## config.mk

```make
export PLATFORM = sky130hd
export DESIGN_NAME = pantry_filter
export DESIGN_NICKNAME = d
export VERILOG_FILES = /design/src/source/pantry_pkg.sv /design/src/source/range_check.sv /design/src/source/fresh_counter.sv /design/src/source/pantry_filter.sv
export VERILOG_INCLUDE_DIRS = /design/src /design/src/source
export SDC_FILE = /design/constraint.sdc
export NUM_CORES = 1
export LEC_CHECK = 0
export ABC_AREA = 1
export BUFFER_PORTS_ARGS = -buffer_cell sky130_fd_sc_hd__clkbuf_2
export CAP_MARGIN = 0
export CORE_MARGIN = 3
export CORE_UTILIZATION = 65
export DETAILED_ROUTE_END_ITERATION = 10
export PLACE_DENSITY = 0.82
export SLEW_MARGIN = 20
export SYNTH_ARGS = -nofsm -noshare
export SYNTH_HDL_FRONTEND = slang
export SYNTH_SLANG_ARGS = --single-unit
```

## constraint.sdc

```tcl
create_clock -name clk -period 2.95 [get_ports clk]
set_input_delay 0.295 -clock clk [delete_from_list [all_inputs] [get_ports clk]]
set_output_delay 0.295 -clock clk [all_outputs]
set_load 0.005 [all_outputs]
```

## src/source/pantry_config.svh

```systemverilog
`ifndef PANTRY_CONFIG_SVH
`define PANTRY_CONFIG_SVH

// Number of range_check units in the chain, which is also the most ranges one problem can use
`define PANTRY_UNITS 8

// Width of an ingredient ID and of a range bound
`define PANTRY_ID_WIDTH 16

// Width of the ID counters in fresh_counter
`define PANTRY_COUNT_WIDTH 16

`endif

```

## src/source/pantry_pkg.sv

```systemverilog
`include "pantry_config.svh"

package pantry_pkg;

    // An ingredient ID or one bound of a range
    typedef logic [`PANTRY_ID_WIDTH-1:0] id_t;

    // Number of IDs seen in one problem
    typedef logic [`PANTRY_COUNT_WIDTH-1:0] count_t;

    // One word on the chain
    // is_id is 1 for an ingredient ID and 0 for a range bound
    // last marks the final ID of a problem and survives even when that ID is dropped
    typedef struct packed {
        logic valid;
        logic is_id;
        logic last;
        id_t  data;
    } item_t;

    // A unit first collects its own range, then passes later ranges on,
    // and finally filters IDs until the last marker goes by
    typedef enum logic [1:0] {
        wait_lower,
        wait_upper,
        pass_ranges,
        filter_ids
    } unit_state_t;

endpackage

```

## src/source/range_check.sv

```systemverilog
`timescale 1ns/1ns

module range_check (
    input  wire               clk,
    input  wire               rst_n,
    // From the previous unit, or from the chain input for the first unit
    input  pantry_pkg::item_t up_item,
    // Towards the next unit, or to the counter after the final unit
    output pantry_pkg::item_t down_item
);

    // With the lower bound above the upper bound no ID can fall inside the range
    localparam pantry_pkg::id_t empty_lower = '1;
    localparam pantry_pkg::id_t empty_upper = '0;

    pantry_pkg::unit_state_t state;
    pantry_pkg::unit_state_t state_next;

    pantry_pkg::id_t lower_bound;
    pantry_pkg::id_t upper_bound;

    pantry_pkg::item_t item_next;

    logic bound_in;
    logic id_in;
    logic last_in;
    logic outside;

    assign bound_in = up_item.valid && !up_item.is_id;

    // An ID dropped further up still arrives as a marker with valid low.
    // Only a real ID or the last marker is taken as the start of the ID phase
    assign id_in = up_item.is_id && (up_item.valid || up_item.last);

    assign last_in = up_item.is_id && up_item.last;

    assign outside = (up_item.data < lower_bound) || (up_item.data > upper_bound);

    always_comb begin: state_logic
        state_next = state;
        if (last_in) begin
            // The last marker ends the problem and readies the unit for the next ranges
            state_next = pantry_pkg::wait_lower;
        end else if (id_in) begin
            state_next = pantry_pkg::filter_ids;
        end else if (bound_in) begin
            case (state)
                pantry_pkg::wait_lower: begin
                    state_next = pantry_pkg::wait_upper;
                end
                pantry_pkg::wait_upper: begin
                    state_next = pantry_pkg::pass_ranges;
                end
                default: begin
                    state_next = state;
                end
            endcase
        end
    end

    always_comb begin: output_logic
        item_next = up_item;
        if (up_item.is_id) begin
            // is_id and last go on unchanged, only valid is filtered
            item_next.valid = up_item.valid && outside;
        end else if (state != pantry_pkg::pass_ranges) begin
            // This unit keeps the bound for itself
            item_next.valid = 1'b0;
        end
    end

    always_ff @(posedge clk or negedge rst_n) begin: state_register
        if (!rst_n) begin
            state <= pantry_pkg::wait_lower;
        end else begin
            state <= state_next;
        end
    end

    always_ff @(posedge clk or negedge rst_n) begin: bound_register
        if (!rst_n) begin
            lower_bound <= empty_lower;
            upper_bound <= empty_upper;
        end else if (last_in) begin
            lower_bound <= empty_lower;
            upper_bound <= empty_upper;
        end else if (bound_in && (state == pantry_pkg::wait_lower)) begin
            lower_bound <= up_item.data;
        end else if (bound_in && (state == pantry_pkg::wait_upper)) begin
            upper_bound <= up_item.data;
        end
    end

    // One register stage per unit
    always_ff @(posedge clk or negedge rst_n) begin: output_register
        if (!rst_n) begin
            down_item <= '0;
        end else begin
            down_item <= item_next;
        end
    end

    // Nothing leaves the unit straight out of reset
    a_reset_idle: assert property (
        @(posedge clk) !rst_n |=> !down_item.valid
    ) else $error("range_check: valid output in the cycle after reset");

    // Outside the capture states the range only changes when a last marker clears it
    a_bounds_stable: assert property (
        @(posedge clk) disable iff (!rst_n)
        !(state inside {pantry_pkg::wait_lower, pantry_pkg::wait_upper}) && !last_in
        |=> $stable(lower_bound) && $stable(upper_bound)
    ) else $error("range_check: bounds changed outside the capture states");

    // An ID that comes out valid was outside the range held when it went in
    a_kept_outside: assert property (
        @(posedge clk) disable iff (!rst_n)
        down_item.valid && down_item.is_id
        |-> (down_item.data < $past(lower_bound)) || (down_item.data > $past(upper_bound))
    ) else $error("range_check: forwarded ID %0d lies inside the range", down_item.data);

endmodule

```

## src/source/fresh_counter.sv

```systemverilog
`timescale 1ns/1ns
`include "pantry_config.svh"

module fresh_counter (
    input  wire                clk,
    input  wire                rst_n,
    // Chain input, seen at the same time as the first unit
    input  pantry_pkg::item_t  in_item,
    // Output of the final unit
    input  pantry_pkg::item_t  out_item,
    output pantry_pkg::count_t fresh_count,
    output logic               done,
    output logic               overflow
);

    // Copy of the chain input, delayed to match the latency of the units
    pantry_pkg::item_t in_delay [`PANTRY_UNITS];
    pantry_pkg::item_t in_aligned;

    pantry_pkg::count_t in_count;
    pantry_pkg::count_t out_count;

    logic in_hit;
    logic out_hit;
    logic out_last;
    logic out_bound;
    logic end_seen;

    always_ff @(posedge clk or negedge rst_n) begin: input_delay
        if (!rst_n) begin
            for (int i = 0; i < `PANTRY_UNITS; i++) begin
                in_delay[i] <= '0;
            end
        end else begin
            in_delay[0] <= in_item;
            for (int i = 1; i < `PANTRY_UNITS; i++) begin
                in_delay[i] <= in_delay[i-1];
            end
        end
    end

    assign in_aligned = in_delay[`PANTRY_UNITS-1];

    // in_aligned and out_item now show the same item of the stream in the same cycle
    assign in_hit = in_aligned.valid && in_aligned.is_id;
    assign out_hit = out_item.valid && out_item.is_id;

    // The marker arrives even when its ID was dropped inside the chain
    assign out_last = out_item.is_id && out_item.last;

    // A bound only gets through when every unit already holds a range
    assign out_bound = out_item.valid && !out_item.is_id;

    always_ff @(posedge clk or negedge rst_n) begin: id_counters
        if (!rst_n) begin
            in_count <= '0;
            out_count <= '0;
            end_seen <= 1'b0;
        end else begin
            end_seen <= out_last;
            if (end_seen) begin
                // While the totals are reported the next problem starts from what arrives now
                in_count <= pantry_pkg::count_t'(in_hit);
                out_count <= pantry_pkg::count_t'(out_hit);
            end else begin
                in_count <= in_count + pantry_pkg::count_t'(in_hit);
                out_count <= out_count + pantry_pkg::count_t'(out_hit);
            end
        end
    end

    // Every ID that did not come out was dropped by some unit, so it was fresh
    always_ff @(posedge clk or negedge rst_n) begin: result_register
        if (!rst_n) begin
            fresh_count <= '0;
            done <= 1'b0;
        end else begin
            done <= end_seen;
            if (end_seen) begin
                fresh_count <= in_count - out_count;
            end
        end
    end

    // Held through the done cycle so it can be read together with the count
    always_ff @(posedge clk or negedge rst_n) begin: overflow_flag
        if (!rst_n) begin
            overflow <= 1'b0;
        end else begin
            overflow <= out_bound || (overflow && !done);
        end
    end

    // The chain can only remove IDs, never add them
    a_out_not_above_in: assert property (
        @(posedge clk) disable iff (!rst_n)
        out_count <= in_count
    ) else $error("fresh_counter: %0d IDs left the chain but only %0d went in",
                  out_count, in_count);

endmodule

```

## src/source/pantry_filter.sv

```systemverilog
`timescale 1ns/1ns
`include "pantry_config.svh"

module pantry_filter (
    input  wire                clk,
    input  wire                rst_n,
    // Ranges first as lower and upper bound pairs, then the IDs of the problem
    input  pantry_pkg::item_t  in_item,
    output pantry_pkg::count_t fresh_count,
    output logic               done,
    output logic               overflow
);

    // Entry k feeds unit k, the final entry goes to the counter
    pantry_pkg::item_t chain [`PANTRY_UNITS+1];

    assign chain[0] = in_item;

    generate
        for (genvar k = 0; k < `PANTRY_UNITS; k++) begin: g_unit
            range_check i_range_check (
                .clk       (clk),
                .rst_n     (rst_n),
                .up_item   (chain[k]),
                .down_item (chain[k+1])
            );
        end
    endgenerate

    // Compares what went into the chain with what survived it
    fresh_counter i_fresh_counter (
        .clk         (clk),
        .rst_n       (rst_n),
        .in_item     (in_item),
        .out_item    (chain[`PANTRY_UNITS]),
        .fresh_count (fresh_count),
        .done        (done),
        .overflow    (overflow)
    );

endmodule

```

==> reports/qor.yml <==
status: "complete, no violations"
synthCells: 2668
synth_nets: 2957
ys_seq_elements: 467
async_reset_ff_share_pct: 100.0
ant_nets: 0
skew_ps: 7.438
start_kind: "flop"
fmax_mhz: 443.8
rsz0062_at_grt: "no"
post_cts_resized: 0
cts_tree: "done"
cap_viol_max_count: 0
synthAdderAreaFrac_pct: 14.01
critical_path_arrival_ps: 2690
ctsHtreeMaxLevel: 2
crit_type: "flop to flop"
grt_max_degree: 79
cts_setup_buffers: 0
synth_top_family_by_area: "simple AND/OR/NAND/NOR gates"
final_layout_size_suffix_gt1_share_pct: 11.10
num_antenna_cells: 0
hold_viol: 0
core_um2: 36000
synth_top_area_cell: "dfrtp_1"
root_buffer: "clkbuf_16"
whs_ps: 293.8
drcViolationCount: 0
overflow: 0
drtIter0Drc: 1382
relSlewSlack_pct: 40.09
worstMarginPinSlew_ps: 897.7
synth_edf_count: 0
grt_pass1_vias: 19190
synth_xor_area_share_pct: 0.4017
start_util_pct: 66.62
ys_top_cells_by_count: "nand2_1, inv_1, o21ai_0"
fill_cells: 2444
antenna_found_initial: 0
synth-seq-area-share_pct: 49.39
clock_path_buffers: 3
cts_hold_buffers: 20
hp-class: "input port to asynchronous set/reset pin"
ys.warnings.count: 0
first_pass_iters: 8
maxSlewViolCount: 0
rows: 69
placed_cell_area_um2: 24670
design_area_um2: 26510
clkTransAtPathRegs_ps: 60
die_area_um2: 39240
synth_cell_type_count: 43
numCtsBuffers: 48
r2r_setup_slack_ps: 700
synth-main-ff-cell: "dfrtp_1"
yosysMostFrequentCell: "nand2_1"
gp_congestion: 0.8833
finalSetupViolCount: 0
die_w_um: 198.1
synth_top_area_share_pct: 35.37
seq_area_um2: 11850
synthTopCellsByArea: "dfrtp_1, dfstp_2, ha_1"
die_h_um: 198.1
synth_simple_gate_area_share_pct: 14.35
syn_area_per_cell_um2: 8.990
finalWorstSetupSlack_ps: 696.9
clock-sinks: 467
setup_tns_ps: 0
port_buffers: 38
worstPathMaxFanout: 20
routed-via-count: 18740
vias_per_cell: 5.809
period_share_pct: 76.38
synth_compound_area_share_pct: 13.80
netlist_area_um2: 23990
ir_drop_uv: 506.1
multi_input_area_um2: 10210
crit_path_end_kind: "flop"
powerDensity_nw_per_um2: 656.4
fin_nets: 3017
wl_per_cell_um: 16.49
dpl.hpwl_um: 36100
synth_mux_area_share_pct: 0
clkLatencyLatePin_ps: 570
ioPinCount: 39
area_delta_synth_final_pct: 10.52
worstPathRequired_ps: 3390
grt_pass1_wl_um: 90410
p_leak_nw: 13.15
dp_slack_ps: 718.2
period_needed_ps: 2253
track_usage_pct: 28.00
routed_wl_um: 53200
critical path, stage by stage, from the launching register on:
cell      delay (ps)
dfrtp_1          400
nand2_1          540
inv_1            470
a211oi_1         410
nor2_1            90
o21ai_0          110
o31ai_1           90
state kept, by name, summed over array words and instances, names as in the netlist, 2 cells and up:
name                              flops
i_fresh_counter.out_count            16
g_unit.i_range_check.state           16
g_unit.i_range_check.upper_bound    128
i_fresh_counter.in_aligned            2
g_unit.i_range_check.down_item      131
i_fresh_counter.in_count             16
g_unit.i_range_check.lower_bound    128
i_fresh_counter.in_delay             11
i_fresh_counter.fresh_count          16
worst paths after layout:
check                                                      startpoint                                       to  depth (start not counted)
max in group asynchronous                                       rst_n   g_unit[0].i_range_check.lower_bound[1]                          3
min in group clk                         i_fresh_counter.in_delay[37]           i_fresh_counter.in_aligned[18]                          0
worst min register to register           i_fresh_counter.in_delay[37]           i_fresh_counter.in_aligned[18]                          0
worst max register to register  g_unit[4].i_range_check.down_item[17]         g_unit[5].i_range_check.state[1]                          6
worst min-delay path                                            rst_n  g_unit[7].i_range_check.upper_bound[13]                          2
worst max-delay path            g_unit[4].i_range_check.down_item[17]         g_unit[5].i_range_check.state[1]                          6
routing by layer:
metal,track usage (%),vias up,part of all wire [%]
met4,12.56,0,4.1
li1,-,8951,-
met3,3.539,177,5.0
met2,50.03,602,51
met5,0,-,0
met1,34.13,9009,40
stage by stage:
step / instances / utilization (%) / total power, mW
3_3_place_gp: 3119 / 68.53 / 10.86
2_1_floorplan: 2668 / - / 10.13
4_1_cts: 3226 / 73.61 / 17.47
5_1_grt: 3226 / 73.63 / 18.39
3_5_place_dp: 3119 / 68.53 / 11.14
6_report: 3226 / 73.63 / 17.40
cell usage in the layout, fill, tap and decap left out, types with 8 or more instances in the layout:
master	count
a21o_1	8
a21oi_1	168
buf_4	15
clkbuf_1	12
clkbuf_16	49
clkbuf_2	37
clkbuf_8	12
clkinv_2	8
dfrtp_1	339
dfstp_2	128
dlygate4sd3_1	20
ha_1	267
inv_1	412
inv_2	16
nand2_1	415
nand3_1	183
nand4_1	21
nor2_1	102
nor3_1	33
o21ai_0	360
o21ai_1	66
power breakdown:
group	leakage, nW	switching [mW]	internal, mW
logic	6.73	2.12	1.19
clock network	0.808	2.47	3.78
registers	5.60	0.427	7.41
logic make-up after synthesis:
family | after synthesis
AOI/OAI and AO/OA | 638
xor gates and xnor gates | 11
adders and majority gates | 268
buffers and inverters | 497
DFF | 467
and+or+nand+nor | 787
cell type report:
cell class              count  area share, %
flip-flops and latches    467          44.69
well taps                 461          2.176
clock buffers              73          5.419
clock inverters            14         0.7316
multi-input cells        1704          38.53
inverters                 428          6.061
repair buffers             79          2.388
Power figures use the tool's default switching activity.
